File: src/include/usb_desc_params.svh
`ifndef USB_DESC_PARAMS_SVH
`define USB_DESC_PARAMS_SVH

// device identity, little-endian in the device descriptor
`define USB_VENDOR_ID          16'h1234
`define USB_PRODUCT_ID         16'h5678
`define USB_VERSION_BCD        16'h0100

// string descriptors 1 and 2, leftmost character is sent first
`define USB_VENDOR_STR         "Sample Vendor"
`define USB_VENDOR_STR_LEN     13
`define USB_PRODUCT_STR        "UVC Test Camera"
`define USB_PRODUCT_STR_LEN    15

`define USB_HS_SUPPORT         1'b0          // picks bcdUSB 2.00 over 1.10
`define USB_SELF_POWERED       1'b0          // bmAttributes bit 6

// endpoints, the IN bit is added in the config table
`define UVC_STATUS_EP_NUM      4'd2          // interrupt status endpoint
`define UVC_DATA_EP_NUM        4'd1          // isochronous video endpoint

// uncompressed YUY2 stream, 640x480 at 30 fps
`define UVC_WIDTH              16'd640
`define UVC_HEIGHT             16'd480
`define UVC_MIN_BIT_RATE       32'd147456000 // w * h * 16 * 30
`define UVC_MAX_BIT_RATE       32'd147456000
`define UVC_MAX_FRAME_SIZE     32'd614400    // w * h * 2
`define UVC_FRAME_INTERVAL     32'd333333    // 100 ns units
`define UVC_BITS_PER_PIXEL     8'd16
`define UVC_PACKET_SIZE        11'd1023      // full-speed iso maximum
`define UVC_ADDITIONAL_PACKET  2'd0          // no extra transactions per microframe

`endif

File: src/logic/usb_desc_pkg.sv
package usb_desc_pkg;

    `include "usb_desc_params.svh"

    typedef logic [7:0] desc_byte_t;         // one ROM byte
    typedef logic [9:0] desc_addr_t;         // ROM byte address
    typedef logic [7:0] desc_len_t;          // descriptor length

    typedef enum logic [2:0] {
        KIND_DEVICE, KIND_QUALIFIER, KIND_CONFIG, KIND_LANG, KIND_VENDOR, KIND_PRODUCT
    } desc_kind_e;

    typedef enum logic [1:0] {
        REGION_STD, REGION_CFG, REGION_STR, REGION_NONE
    } desc_region_e;

    localparam int BLOB_BYTES = 126;                      // longest string descriptor body
    typedef logic [8*BLOB_BYTES-1:0] blob_t;              // byte table, byte 0 leftmost

    // ROM layout, 18..19 and 30..31 are padding
    localparam desc_addr_t DEV_ADDR     = 10'd0;
    localparam desc_len_t  DEV_LEN      = 8'd18;
    localparam desc_addr_t QUAL_ADDR    = 10'd20;
    localparam desc_len_t  QUAL_LEN     = 8'd10;
    localparam desc_addr_t CFG_ADDR     = 10'd32;
    localparam desc_len_t  CFG_LEN      = 8'd174;
    localparam desc_addr_t LANG_ADDR    = CFG_ADDR + 10'(CFG_LEN);
    localparam desc_len_t  LANG_LEN     = 8'd4;
    localparam desc_addr_t VENDOR_ADDR  = LANG_ADDR + 10'(LANG_LEN);
    localparam desc_len_t  VENDOR_LEN   = 8'(2 + 2 * `USB_VENDOR_STR_LEN);
    localparam desc_addr_t PRODUCT_ADDR = VENDOR_ADDR + 10'(VENDOR_LEN);
    localparam desc_len_t  PRODUCT_LEN  = 8'(2 + 2 * `USB_PRODUCT_STR_LEN);
    localparam desc_addr_t END_ADDR     = PRODUCT_ADDR + 10'(PRODUCT_LEN);
    localparam desc_addr_t LANG_OFS     = 10'd32; // lang string sits past the padded qualifier

    // bDescriptorType codes
    localparam desc_byte_t DT_DEVICE       = 8'd1;
    localparam desc_byte_t DT_CONFIG       = 8'd2;
    localparam desc_byte_t DT_STRING       = 8'd3;
    localparam desc_byte_t DT_INTERFACE    = 8'd4;
    localparam desc_byte_t DT_ENDPOINT     = 8'd5;
    localparam desc_byte_t DT_QUALIFIER    = 8'd6;
    localparam desc_byte_t DT_IAD          = 8'd11;
    localparam desc_byte_t DT_CS_INTERFACE = 8'd36;
    localparam desc_byte_t DT_CS_ENDPOINT  = 8'd37;

    function automatic logic [15:0] le16(input logic [15:0] v);
        return {v[7:0], v[15:8]};                         // USB words go low byte first
    endfunction

    function automatic logic [31:0] le32(input logic [31:0] v);
        return {v[7:0], v[15:8], v[23:16], v[31:24]};
    endfunction

    // byte idx of a table that is len bytes long, caller keeps idx < len
    function automatic desc_byte_t byte_at(input blob_t blob, input int len, input int idx);
        return blob[(len - 1 - idx)*8 +: 8];
    endfunction

endpackage

File: src/logic/desc_lookup_if.sv
`timescale 1ns/1ps

interface desc_lookup_if;
    import usb_desc_pkg::*;

    desc_addr_t   addr;                      // byte address from the bus slave
    desc_region_e region;                    // decoded ROM region
    desc_addr_t   offset;                    // byte offset inside that region
    desc_byte_t   std_byte;                  // device, qualifier and lang table
    desc_byte_t   cfg_byte;                  // UVC configuration table
    desc_byte_t   str_byte;                  // vendor and product strings
    desc_byte_t   data;                      // selected byte back to the slave

    modport requester (output addr, input data);
    modport mapper (input addr, std_byte, cfg_byte, str_byte, output region, offset, data);
    modport std_rom (input region, offset, output std_byte);
    modport cfg_rom (input offset, output cfg_byte);
    modport str_rom (input offset, output str_byte);

endinterface

File: src/logic/desc_wb_slave.sv
`timescale 1ns/1ps

module desc_wb_slave (
    input  logic                      CLK,
    input  logic                      RESET,
    input  logic                      i_wb_cyc,
    input  logic                      i_wb_stb,
    input  logic                      i_wb_we,
    input  usb_desc_pkg::desc_addr_t  i_wb_adr,
    output usb_desc_pkg::desc_byte_t  o_wb_dat,
    output logic                      o_wb_ack,
    desc_lookup_if.requester          lk
);

    logic req;                                   // request taken at this edge

    assign lk.addr = i_wb_adr;                   // ROM path is combinational
    // no new request while ack is up, so a held stb is served every second cycle
    assign req = i_wb_cyc & i_wb_stb & ~o_wb_ack;

    always_ff @(posedge CLK or posedge RESET) begin
        if (RESET) begin
            o_wb_ack <= 1'b0;
            o_wb_dat <= '0;
        end else begin
            o_wb_ack <= req;                     // single-cycle pulse
            if (req) begin
                o_wb_dat <= i_wb_we ? '0 : lk.data; // writes are acked, read back zero
            end
        end
    end

endmodule

File: src/flat_wrapper.sv
// flat-port wrapper written by rule: the top's interface ports become plain ports
module desc_wb_slave_flat 
  (CLK, RESET, i_wb_cyc, i_wb_stb, i_wb_we, i_wb_adr, o_wb_dat, o_wb_ack, lk_addr, lk_data);
  desc_lookup_if lk_i ();
  input  logic CLK;
  input  logic RESET;
  input  logic i_wb_cyc;
  input  logic i_wb_stb;
  input  logic i_wb_we;
  input  usb_desc_pkg::desc_addr_t i_wb_adr;
  output usb_desc_pkg::desc_byte_t o_wb_dat;
  output logic o_wb_ack;
  output wire logic [$bits(lk_i.addr)-1:0] lk_addr;
  input wire logic [$bits(lk_i.data)-1:0] lk_data;
  assign lk_addr = lk_i.addr;
  assign lk_i.data = lk_data;
  desc_wb_slave u_core (.CLK(CLK), .RESET(RESET), .i_wb_cyc(i_wb_cyc), .i_wb_stb(i_wb_stb), .i_wb_we(i_wb_we), .i_wb_adr(i_wb_adr), .o_wb_dat(o_wb_dat), .o_wb_ack(o_wb_ack), .lk(lk_i));
endmodule
File: config.mk
export PLATFORM = sky130hd
export DESIGN_NAME = desc_wb_slave_flat
export DESIGN_NICKNAME = d
export VERILOG_FILES = /design/src/logic/usb_desc_pkg.sv /design/src/logic/desc_lookup_if.sv /design/src/logic/desc_wb_slave.sv /design/src/flat_wrapper.sv
export VERILOG_INCLUDE_DIRS = /design/src /design/src/include
export SDC_FILE = /design/constraint.sdc
export NUM_CORES = 1
export LEC_CHECK = 0
export ABC_CLOCK_PERIOD_IN_PS = 1900
export BUFFER_PORTS_ARGS = -buffer_cell sky130_fd_sc_hd__buf_2
export CORE_AREA = 2 2 39 41
export DETAILED_ROUTE_END_ITERATION = 10
export DIE_AREA = 0 0 41 43
export PLACE_DENSITY = 0.78
export SLEW_MARGIN = 20
export SYNTH_ARGS = -nofsm -noshare
export SYNTH_HDL_FRONTEND = slang
export SYNTH_SLANG_ARGS = --single-unit
File: constraint.sdc
create_clock -name CLK -period 1.9 [get_ports CLK]
set_input_delay 0.095 -clock CLK [delete_from_list [all_inputs] [get_ports CLK]]
set_output_delay 0.095 -clock CLK [all_outputs]
set_load 0.05 [all_outputs]
==> parameters.txt, run 1 <==
Parameter                              Value

Yosys
  Sequential fraction of the synthesis area ... 45.45%
  Xor/xnor share of the synthesized area ... 0%
  Post-synthesis mux area share ... approximately 24%
  Compound-Gate Fraction of Synth Area ... 0%
  Dominant synthesized flop cell ... dfrtp_1
  Number of enable flip-flop cells after synthesis ... 0
  List of most frequent post-synthesis cells ... buf_4, dfrtp_1, mux2_4
  Largest family of logic cells by synthesized area ... multiplexers
  Proportion of netlist area held by the largest area contributor ... 45.45%
  Ys Warns ... 0
  Dominant cell by count in the synthesized netlist ... buf_4
  Share of synthesized cell area in full adder, half adder and majority cells ... 0%
  Area leader, netlist ... dfrtp_1
  Register bit total from synthesis ... 9
  Cell types with the largest area share after synthesis ... dfrtp_1, mux2_4, buf_4, nor2b_1, buf_6
  Synthesized net count ... 61
  Mapped cell area ... 495.5 µm²
  Unique masters post-synth ... 8
  Post-synthesis instance total ... 38
  Ys async rst share ... 100.0%
  Area fraction in and, or, nand and nor cells after synthesis ... 12.12%
  Post-Synthesis Mean Instance Area ... 13.04 µm²

Final layout
  Antenna fix cells ... 0
  Layout Area Growth over Synthesis ... 15.40%
  Ratio of cells with drive above 1 in the final layout ... 62.26%
  Register area ... 225.2 µm²
  Count of filler cells inserted in the layout ... 136
  Post-layout nets ... 77
  Area of the multi-input gates ... 180.2 µm²
  Post-route core utilization ... 41.32%

Timing
  Portion of the clock cycle consumed by the worst path in the final layout ... 74.01%
  Max Transition Viols Final ... 0
  Endpoints failing hold ... 0
  Max transition margin ... ~63%
  RSZ-0062 raised after global routing ... false
  Clk_skew ... 0.003856 ns
  Number of endpoints failing setup at the final stage ... 0
  Setup TNS ... 0 ns
  Actual slew at the worst max-slew pin ... between 0.5 and 0.6 ns
  Fmax ... a little over 0.7 GHz
  Crit path time final ... 1.406 ns

Pwr
  Fraction of power consumed by the clock network ... 25.1%
  Ratio of total power to cell area ... 989.4 nW/µm²
  Switching power as a share of total power ... between 30% and 40%
  Internal Power ... about 0.00036 W
  Static Leak ... around 0.32 nW
  Part of the total power dissipated in sequential elements ... 40.9%
  Switching power ... 0.0002034 W
  Logic gate share of total power ... 34.0%
  Worst IR drop on VDD ... 0.2937 mV

Global routing
  Initial antenna violation count ... 0
  Grt met3 use ... under 10%
  Wire length of the first global-routing pass ... around 1200 µm
  GR Util All Layers ... 9.533%
  Global route total overflow ... 0
  GR Util met2 ... between 10% and 20%
  Met1 Track Usage GR ... 11.63%
  Pin count of the biggest net entering global routing ... 10
  Number of global-route vias before repair ... 315
  GR peak layer ... met2

Worst hold path
  Cells on Worst Hold Path ... 3
  End of the worst hold path ... u_core.o_wb_dat[6]$_DFFE_PP0P_
  Min-delay worst type ... input pin to flip-flop
  Hold_sp ... lk_data[6]

Drt
  Detailed-route wire length ... between 800 and 900 µm
  DRC violation count after routing ... 0
  Router iterations before antenna repair ... 3
  Routed via count divided by cell count ... 4.217
  Initial drt markers ... 2
  Routed length per instance ... 11.97 µm
  Vias post-DR ... between 200 and 300
  Detail Route Antenna Nets ... 0

Clocking
  Clock latency of the later-clocked register in the worst-skew pair ... 0.25 ns
  CTS HTree Levels ... 1
  Sinks on Clock Net ... 9
  TritonCTS Buffers ... 3
  CTS tree ... yes
  Worst-case clock buffer depth ... 2
  # resized after CTS ... 0
  Root buf cell ... clkbuf_4
  Count of buffers added by post-CTS timing repair for setup ... 0
  Clock slew at reported path FFs ... 0.06 ns

Setup path
  Destination of the worst register-to-register timing path ... u_core.o_wb_dat[1]$_DFFE_PP0P_
  Setup Crit Path Kind ... flip-flop to flip-flop
  Critical Path RT ... between 2 and 2.5 ns
  Sum of buffers and inverters on the critical path ... 0
  Critical Path Start Type ... flip-flop
  Cell depth of the worst flop-to-flop path ... 2
  Top cell family by delay on the critical path ... simple AND/OR/NAND/NOR gates
  Startpoint of the worst-slack reg-to-reg timing path ... u_core.o_wb_ack$_DFF_PP0_
  Crit path DAT ... 1.55 ns
  CP cell instances ... and3b_1 > mux2_4
  Setup crit end kind ... flip-flop
  Slowest CP cell ... and3b_1
  Delay of the slowest cell on the worst path ... 0.56 ns
  Register-to-register setup slack ... 0.49 ns
  Logic depth of the worst setup path including buffers ... 2
  Maximum fanout along the worst path ... 9

Floorplanning
  Placement Rows ... 14
  DIE AREA ... between 1500 and 2000 µm²
  Initial core utilization ... 35.80%
  Area of the core region ... 1384 µm²
  Number of top-level pins ... 42
  Horizontal die dimension ... 41 µm
  Vertical extent of the die ... about 43 µm

Placed design
  Final estimated routing congestion in global placement ... 0.6017
  Sum of net half-perimeters after detailed placement ... 599.1 µm
  Count of input and output buffers ... 21

Outcome
  Status ... finished, final reports clean

Job
  Maxcap violations ... 0
## state kept, by name, summed over array words and instances (netlist names)
name             cells
u_core.o_wb_dat      8
u_core.o_wb_ack      1
## cell type report
class                   count  area share (%)
flip-flops and latches      9           39.39
clock buffers               3           3.939
clock inverters             1          0.8753
repair buffers             22           20.13
well taps                  16           3.501
inverters                   1          0.6565
multi-input cells          17           31.51
## power by group through the flow
stage	Clock, W	Combinational (W)	Sequential, W
after global placement	0	0.000190	0.000234
after detailed placement	0	0.000192	0.000234
after floorplan	0	0.000112	0.000326
after global routing	0.000156	0.000203	0.000234
final	0.000142	0.000192	0.000231
after CTS	0.000149	0.000194	0.000231
## worst max path at each step
stage / slack, ns / start / to
after floorplan: 0.51 / u_core.o_wb_ack$_DFF_PP0_ / u_core.o_wb_dat[0]$_DFFE_PP0P_
after global placement: 0.54 / u_core.o_wb_ack$_DFF_PP0_ / u_core.o_wb_dat[7]$_DFFE_PP0P_
after detailed placement: 0.49 / u_core.o_wb_ack$_DFF_PP0_ / u_core.o_wb_dat[1]$_DFFE_PP0P_
after CTS: 0.48 / u_core.o_wb_ack$_DFF_PP0_ / u_core.o_wb_dat[6]$_DFFE_PP0P_
after global routing: 0.41 / u_core.o_wb_ack$_DFF_PP0_ / u_core.o_wb_dat[6]$_DFFE_PP0P_
final: 0.49 / u_core.o_wb_ack$_DFF_PP0_ / u_core.o_wb_dat[1]$_DFFE_PP0P_
## routing by layer
metal / share of wire [%] / vias to the layer above
met5: 0 / -
met4: 0 / 0
met3: 9.2 / 0
met2: 48 / 16
met1: 43 / 133
li1: - / 142
## timing repair
action / CTS / global route
hold endpoints to repair: 9 / 0
endpoints found under the setup margin: 0 / 0
hold buffers: 1 / 0
## cells by family (layout without fill, tap and decap cells)
family,count (synthesis),in the layout
buffers and inverters,12,27
multiplexers,8,8
flip-flops,9,9
AND/OR/NAND/NOR,9,9
## cell usage in the layout (no fill, tap or decap)
cell type	instances
and2b_1	1
and3b_1	1
buf_2	21
clkbuf_4	3
clkinv_2	1
dfrtp_1	9
dlygate4sd3_1	1
inv_1	1
mux2_4	8
nor2b_1	7
## per-stage QoR
step | instances | hold slack [ns] | worst slack [ns] | total power, W | area (µm²)
2_1_floorplan | 38 | -0.07708 | 0.5052 | 0.0004381 | 495.5
3_3_place_gp | 64 | 0.05548 | 0.5431 | 0.0004241 | 534.3
3_5_place_dp | 64 | 0.06515 | 0.4942 | 0.0004260 | 534.3
4_1_cts | 69 | 0.1859 | 0.4768 | 0.0005741 | 571.8
5_1_grt | 69 | 0.1901 | 0.4123 | 0.0005926 | 571.8
6_report | 69 | 0.1868 | 0.4938 | 0.0005658 | 571.8
## worst min-delay path: cells and delay by family
family	cells	cell delay [ns]
buffers and inverters	1	0.07
multiplexers	1	0.13
AND/OR/NAND/NOR	1	0.11
(Power assumes the default switching activity.)
==> run 2: changes to the inputs <==
--- a/config.mk
+++ b/config.mk
@@ -6,12 +6,11 @@
 export SDC_FILE = /design/constraint.sdc
 export NUM_CORES = 1
 export LEC_CHECK = 0
-export ABC_CLOCK_PERIOD_IN_PS = 1900
+export ABC_CLOCK_PERIOD_IN_PS = 1300
 export BUFFER_PORTS_ARGS = -buffer_cell sky130_fd_sc_hd__buf_2
-export CORE_AREA = 2 2 39 41
+export CORE_UTILIZATION = 36
 export DETAILED_ROUTE_END_ITERATION = 10
-export DIE_AREA = 0 0 41 43
-export PLACE_DENSITY = 0.78
+export PLACE_DENSITY = 0.76
 export SLEW_MARGIN = 20
 export SYNTH_ARGS = -nofsm -noshare
 export SYNTH_HDL_FRONTEND = slang
==> constraint.sdc (replaced) <==
create_clock -name CLK -period 1.3 [get_ports CLK]
set_input_delay 0.065 -clock CLK [delete_from_list [all_inputs] [get_ports CLK]]
set_output_delay 0.065 -clock CLK [all_outputs]
set_load 0.05 [all_outputs]
==> run 2 against run 1 <==
  * Clock-buffer cell count increased by 1
  * Wire length increased by 6.9%
  * Combinational power increased by 48%
  * Clock power increased by 50%
  * Register-to-register slack got worse by 0.44 ns
  * Clock skew decreased by 0.0021 ns
  * Global-route usage increased by 5.1 points
  * Worst setup slack got worse by 0.44 ns
  * Hold slack got worse by 0.057 ns
  * Fmax increased by 13%
==> parameters.txt, run 2 (same netlist as run 1, synthesis figures left out) <==
Parameter                              Value

Outcome
  Status ... finished, final reports clean

Pwr
  Static Leak ... 0.3247 nW (+2.0%)
  Logic gate share of total power ... 34.1% (about the same)
  Part of the total power dissipated in sequential elements ... 40.5% (-0.4 points)
  Switching power as a share of total power ... 35.65% (-0.31 points)
  Ratio of total power to cell area ... 1430 nW/µm² (+45%)
  Worst IR drop on VDD ... 0.9906 mV (+240%)
  Fraction of power consumed by the clock network ... 25.4% (+0.3 points)
  Internal Power ... 0.0005388 W (+49%)
  Switching power ... 0.0002985 W (+47%)
  Total design power ... 0.0008373 W (+48%)

Timing
  Fmax ... 0.8021 GHz (+13%)
  Crit path time final ... 1.247 ns (-0.1595 ns)
  RSZ-0062 raised after global routing ... false
  Endpoints failing hold ... 0 (unchanged)
  Max transition margin ... 77.95% (+15 points)
  Clk_skew ... 0.001738 ns (-0.002119 ns)
  Actual slew at the worst max-slew pin ... 0.3304 ns (-0.2197 ns)
  Number of endpoints failing setup at the final stage ... 0 (unchanged)
  Max Transition Viols Final ... 0 (unchanged)
  Setup TNS ... 0 ns (unchanged)
  Portion of the clock cycle consumed by the worst path in the final layout ... 95.90% (+22 points)
  Minimum setup slack in the final design ... 0.05332 ns (-0.4405 ns)

Drt
  Detailed-route wire length ... 883 µm (+6.9%)
  Routed via count divided by cell count ... 4.514 (+7.0%)
  DRC violation count after routing ... 0 (unchanged)
  Vias post-DR ... 316 (+8.6%)
  Router iterations before antenna repair ... 2 (-1)
  Initial drt markers ... 3 (+1)
  Routed length per instance ... 12.61 µm (+5.4%)
  Detail Route Antenna Nets ... 0 (unchanged)

Clocking
  TritonCTS Buffers ... 3 (unchanged)
  CTS HTree Levels ... 1 (unchanged)
  Root buf cell ... clkbuf_4
  Clock latency of the later-clocked register in the worst-skew pair ... 0.26 ns (about the same)
  Count of buffers added by post-CTS timing repair for setup ... 0 (unchanged)
  CTS tree ... yes
  Sinks on Clock Net ... 9 (unchanged)
  Worst-case clock buffer depth ... 2 (unchanged)
  Clock slew at reported path FFs ... 0.06 ns (about the same)

Job
  Maxcap violations ... 0 (unchanged)

Final layout
  Ratio of cells with drive above 1 in the final layout ... 63.64% (+1.4 points)
  Largest register FFs ... 8 (unchanged)
  Post-route core utilization ... 45.57% (+4.2 points)
  Most frequent standard cell in the layout excluding fill and tap cells ... buf_2
  Commonest cells after routing, fill and taps aside ... buf_2, mux2_4, dfrtp_1
  Count of filler cells inserted in the layout ... 137 (+0.74%)
  Regs by FF count ... u_core.o_wb_dat (8), u_core.o_wb_ack (1)
  Layout Area Growth over Synthesis ... 18.18%
  Antenna fix cells ... 0 (unchanged)
  Final std cell area, no fill ... 585.6 µm² (+2.4%)
  Post-layout nets ... 79 (+2.6%)
  Top reg by flops ... u_core.o_wb_dat

Setup path
  Startpoint of the worst-slack reg-to-reg timing path ... u_core.o_wb_ack$_DFF_PP0_
  Destination of the worst register-to-register timing path ... u_core.o_wb_dat[2]$_DFFE_PP0P_
  Critical Path RT ... 1.44 ns (-0.60 ns)
  Register-to-register setup slack ... 0.05 ns (-0.44 ns)
  Setup crit end kind ... flip-flop
  Setup Crit Path Kind ... flip-flop to flip-flop
  Critical Path Start Type ... flip-flop
  Cell depth of the worst flop-to-flop path ... 3 (+1)
  Maximum fanout along the worst path ... 5 (-4)
  Crit path DAT ... 1.39 ns (-0.16 ns)

Placed design
  Count of input and output buffers ... 21 (unchanged)
  Instance area at placement ... 549.3 µm² (+2.8%)
  Worst slack at placement ... 0.07469 ns (-0.4195 ns)
  Final estimated routing congestion in global placement ... 0.5730 (-4.8%)

Global routing
  Initial antenna violation count ... 0 (unchanged)
  Number of global-route vias before repair ... 304 (-3.5%)
  Global route total overflow ... 0 (unchanged)
  Pin count of the biggest net entering global routing ... 10 (unchanged)
  GR Util All Layers ... 14.68% (+5.1 points)
  Wire length of the first global-routing pass ... 1380 µm (+18%)

Worst hold path
  Cells on Worst Hold Path ... 0 (-3)
  Min-delay worst type ... input pin to output port
  Hold_sp ... i_wb_adr[1]
  End of the worst hold path ... lk_addr[1]

Floorplanning
  Area of the core region ... 1285 µm² (-7.1%)
  Initial core utilization ... 38.56% (+2.8 points)
  DIE AREA ... 1529 µm² (-13%)
  Vertical extent of the die ... 39.10 µm (-9.1%)
  Placement Rows ... 13 (-1)
  Number of top-level pins ... 42 (unchanged)
  Horizontal die dimension ... 39.10 µm (-4.6%)
-- run 2: layout make-up --
cell class | instances | area (µm²) | share of cell area [%]
inverter | 1 | 3.754 | 0.6410
tap | 15 | 18.77 | 3.205
multi-input combinational | 17 | 180.2 | 30.77
clock buffer | 4 | 26.28 | 4.487
sequential | 9 | 226.5 | 38.68
timing repair buffer | 24 | 130.1 | 22.22
-- run 2: worst max-delay path by stage --
stage,start,endpoint,slack (ns)
floorplan,u_core.o_wb_ack$_DFF_PP0_,u_core.o_wb_dat[0]$_DFFE_PP0P_,-0.01
global placement,u_core.o_wb_ack$_DFF_PP0_,u_core.o_wb_dat[1]$_DFFE_PP0P_,0.14
detailed placement,u_core.o_wb_ack$_DFF_PP0_,u_core.o_wb_dat[7]$_DFFE_PP0P_,0.07
CTS,u_core.o_wb_ack$_DFF_PP0_,u_core.o_wb_dat[7]$_DFFE_PP0P_,0.06
global route,u_core.o_wb_ack$_DFF_PP0_,u_core.o_wb_dat[7]$_DFFE_PP0P_,0.005
finish,u_core.o_wb_ack$_DFF_PP0_,u_core.o_wb_dat[2]$_DFFE_PP0P_,0.05
-- run 2: metrics by stage --
step / hold WS (ns) / instances
3_5_place_dp: 0.03947 / 65
3_3_place_gp: 0.03056 / 65
6_report: 0.1300 / 70
4_1_cts: 0.1303 / 70
2_1_floorplan: -0.1072 / 38
5_1_grt: 0.1301 / 70
-- run 2: power by group through the flow --
| stage | Clock [W] | Combinational, W | Sequential [W] |
|---|---|---|---|
| finish | 0.000213 | 0.000285 | 0.000339 |
| global route | 0.000238 | 0.000302 | 0.000344 |
| CTS | 0.000220 | 0.000287 | 0.000340 |
| detailed placement | 0 | 0.000285 | 0.000344 |
| global placement | 0 | 0.000282 | 0.000342 |
| floorplan | 0 | 0.000164 | 0.000477 |
-- run 2: metal layers --
metal,global-route usage [%],vias up,wire [µm]
met2,20.42,22,364
met3,9.249,2,124
met1,17.73,147,390
li1,-,145,-
met4,6.034,0,4
met5,0,-,0
-- run 2: critical path, cell delays in order, from the launching register on --
cell and delay (ns):
dfrtp_2 0.40, and3b_1 0.25, buf_4 0.17, mux2_4 0.30
-- run 2: timing repair --
item                      4_1_cts  5_1_grt
hold buffers                    1        0
resized for setup               0        0
hold endpoints to repair        9        0
==> run 3: changes to the inputs <==
--- a/config.mk
+++ b/config.mk
@@ -10,7 +10,7 @@
 export BUFFER_PORTS_ARGS = -buffer_cell sky130_fd_sc_hd__buf_2
 export CORE_UTILIZATION = 36
 export DETAILED_ROUTE_END_ITERATION = 10
-export PLACE_DENSITY = 0.76
+export PLACE_DENSITY_LB_ADDON = 0.25
 export SLEW_MARGIN = 20
 export SYNTH_ARGS = -nofsm -noshare
 export SYNTH_HDL_FRONTEND = slang
==> run 3 against run 2 <==
  * Wire length down 5.2%
  * Sequential share of layout area unchanged
  * Sequential power about the same
  * Power up 0.30%
==> parameters.txt, run 3 (same netlist as run 1, synthesis figures left out) <==
Parameter                              Value

Outcome
  Status ... finished, final reports clean

Setup path
  Logic depth of the worst setup path including buffers ... 3 (unchanged)
  Critical path startpoint ... u_core.o_wb_ack$_DFF_PP0_
  Startpoint of the worst-slack reg-to-reg timing path ... u_core.o_wb_ack$_DFF_PP0_
  Critical Path RT ... 1.45 ns (about the same)
  Critical Path Start Type ... flip-flop
  Top cell family by delay on the critical path ... flip-flops
  Crit path DAT ... 1.33 ns (-0.06 ns)
  Maximum fanout along the worst path ... 5 (unchanged)
  Setup crit end kind ... flip-flop
  Worst Setup EP ... u_core.o_wb_dat[1]$_DFFE_PP0P_
  Sum of buffers and inverters on the critical path ... 1 (unchanged)
  Setup Crit Path Kind ... flip-flop to flip-flop
  Delay of the slowest cell on the worst path ... 0.39 ns (about the same)
  Slowest CP cell ... dfrtp_2
  Destination of the worst register-to-register timing path ... u_core.o_wb_dat[1]$_DFFE_PP0P_
  CP cell instances ... and3b_1 > buf_4 > mux2_4
  Register-to-register setup slack ... 0.12 ns (+0.07 ns)
  Cell depth of the worst flop-to-flop path ... 3 (unchanged)

Clocking
  Sinks on Clock Net ... 9 (unchanged)
  Count of buffers added by post-CTS timing repair for setup ... 0 (unchanged)
  TritonCTS Buffers ... 3 (unchanged)
  Worst-case clock buffer depth ... 2 (unchanged)
  Clock latency of the later-clocked register in the worst-skew pair ... 0.26 ns (about the same)
  CTS HTree Levels ... 1 (unchanged)
  Root buf cell ... clkbuf_4
  Clock slew at reported path FFs ... 0.06 ns (about the same)
  CTS tree ... yes

Timing
  Clk_skew ... 0.0006473 ns (-0.001090 ns)
  Minimum setup slack in the final design ... 0.1186 ns (+0.06532 ns)
  Setup TNS ... 0 ns (unchanged)
  Max Transition Viols Final ... 0 (unchanged)
  Endpoints failing hold ... 0 (unchanged)
  Max transition margin ... 77.78% (-0.17 points)
  Fmax ... 0.8465 GHz (+5.5%)
  Worst Hold Margin ... 0.1301 ns (+0.00006300 ns)
  Crit path time final ... 1.181 ns (-0.06532 ns)
  Portion of the clock cycle consumed by the worst path in the final layout ... 90.87% (-5.0 points)
  Number of endpoints failing setup at the final stage ... 0 (unchanged)
  Actual slew at the worst max-slew pin ... 0.3329 ns (+0.002557 ns)
  RSZ-0062 raised after global routing ... false

Final layout
  Antenna fix cells ... 0 (unchanged)
  Commonest cells after routing, fill and taps aside ... buf_2, mux2_4, dfrtp_1
  Top reg by flops ... u_core.o_wb_dat
  Largest register FFs ... 8 (unchanged)
  Area of the multi-input gates ... 180.2 µm² (unchanged)
  Register area ... 226.5 µm² (unchanged)
  Most frequent standard cell in the layout excluding fill and tap cells ... buf_2
  Count of filler cells inserted in the layout ... 137 (unchanged)
  Regs by FF count ... u_core.o_wb_dat (8), u_core.o_wb_ack (1)
  Post-layout nets ... 79 (unchanged)
  Ratio of cells with drive above 1 in the final layout ... 63.64% (unchanged)
  Layout Area Growth over Synthesis ... 18.18% (unchanged)

Floorplanning
  Initial core utilization ... 38.56% (unchanged)
  Horizontal die dimension ... 39.10 µm (unchanged)
  DIE AREA ... 1529 µm² (unchanged)
  Placement Rows ... 13 (unchanged)
  Area of the core region ... 1285 µm² (unchanged)
  Number of top-level pins ... 42 (unchanged)
  Vertical extent of the die ... 39.10 µm (unchanged)

Global routing
  Initial antenna violation count ... 0 (unchanged)
  Wire length of the first global-routing pass ... 1145 µm (-17%)
  GR Util All Layers ... 12.47% (-2.2 points)
  Number of global-route vias before repair ... 254 (-16%)
  Pin count of the biggest net entering global routing ... 10 (unchanged)
  Global route total overflow ... 0 (unchanged)

Worst hold path
  Min-delay worst type ... input pin to output port

Drt
  Routed length per instance ... 11.96 µm (-5.2%)
  Vias post-DR ... 305 (-3.5%)
  Detailed-route wire length ... 837 µm (-5.2%)
  Router iterations before antenna repair ... 2 (unchanged)
  DRC violation count after routing ... 0 (unchanged)
  Routed via count divided by cell count ... 4.357 (-3.5%)
  Detail Route Antenna Nets ... 0 (unchanged)
  Initial drt markers ... 1 (-2)

Pwr
  Static Leak ... 0.3247 nW (unchanged)
  Worst IR drop on VDD ... 0.3719 mV (-62%)
  Ratio of total power to cell area ... 1434 nW/µm² (+0.30%)

Placed design
  Worst slack at placement ... 0.1154 ns (+0.04070 ns)
  Final estimated routing congestion in global placement ... 0.5768 (+0.66%)
  Count of input and output buffers ... 21 (unchanged)

Job
  Maxcap violations ... 0 (unchanged)
## run 3: layout make-up
cell class	count	share of cell area (%)
clock buffer	4	4.487
inverter	1	0.6410
multi-input combinational	17	30.77
sequential	9	38.68
tap	15	3.205
timing repair buffer	24	22.22
## run 3: metal layers
metal	up-vias	part of all wire, %	GRT usage [%]
met4	0	2.5	11.21
met2	19	47	15.83
li1	147	-	-
met3	6	13	9.827
met5	-	0	0
met1	133	37	12.63
## run 3: power breakdown
part	internal, W	total [W]	leakage [nW]	switching, W
Sequential	0.000318	0.000338	0.115	0.0000195
Combinational	0.000102	0.000283	0.195	0.000181
Clock	0.000118	0.000219	0.0150	0.000100
Total	0.000539	0.000840	0.325	0.000301
## run 3: how the worst min path moves through the flow
stage                           start                        endpoint  slack (ns)  depth (start not counted)
after floorplan                 RESET  u_core.o_wb_dat[0]$_DFFE_PP0P_       -0.11                          1
after global placement          RESET  u_core.o_wb_dat[3]$_DFFE_PP0P_        0.03                          2
after detailed placement        RESET  u_core.o_wb_dat[0]$_DFFE_PP0P_        0.04                          2
after CTS                 i_wb_adr[8]                      lk_addr[8]        0.13                          0
after global routing      i_wb_adr[9]                      lk_addr[9]        0.13                          0
final                     i_wb_adr[7]                      lk_addr[7]        0.13                          0
## run 3: per-stage QoR
step / total power, W / cell area [µm²] / cells / util (%)
6_report: 0.0008398 / 585.6 / 70 / 45.57
3_5_place_dp: 0.0006278 / 549.3 / 65 / 42.75
5_1_grt: 0.0008998 / 585.6 / 70 / 45.57
4_1_cts: 0.0008612 / 585.6 / 70 / 45.57
3_3_place_gp: 0.0006248 / 549.3 / 65 / 42.75
2_1_floorplan: 0.0006407 / 496.7 / 38 / -
## run 3: timing repair
item,CTS,global route
resized for setup,0,0
setup endpoints to repair,0,0
hold buffers,1,0
hold endpoints to repair,9,0
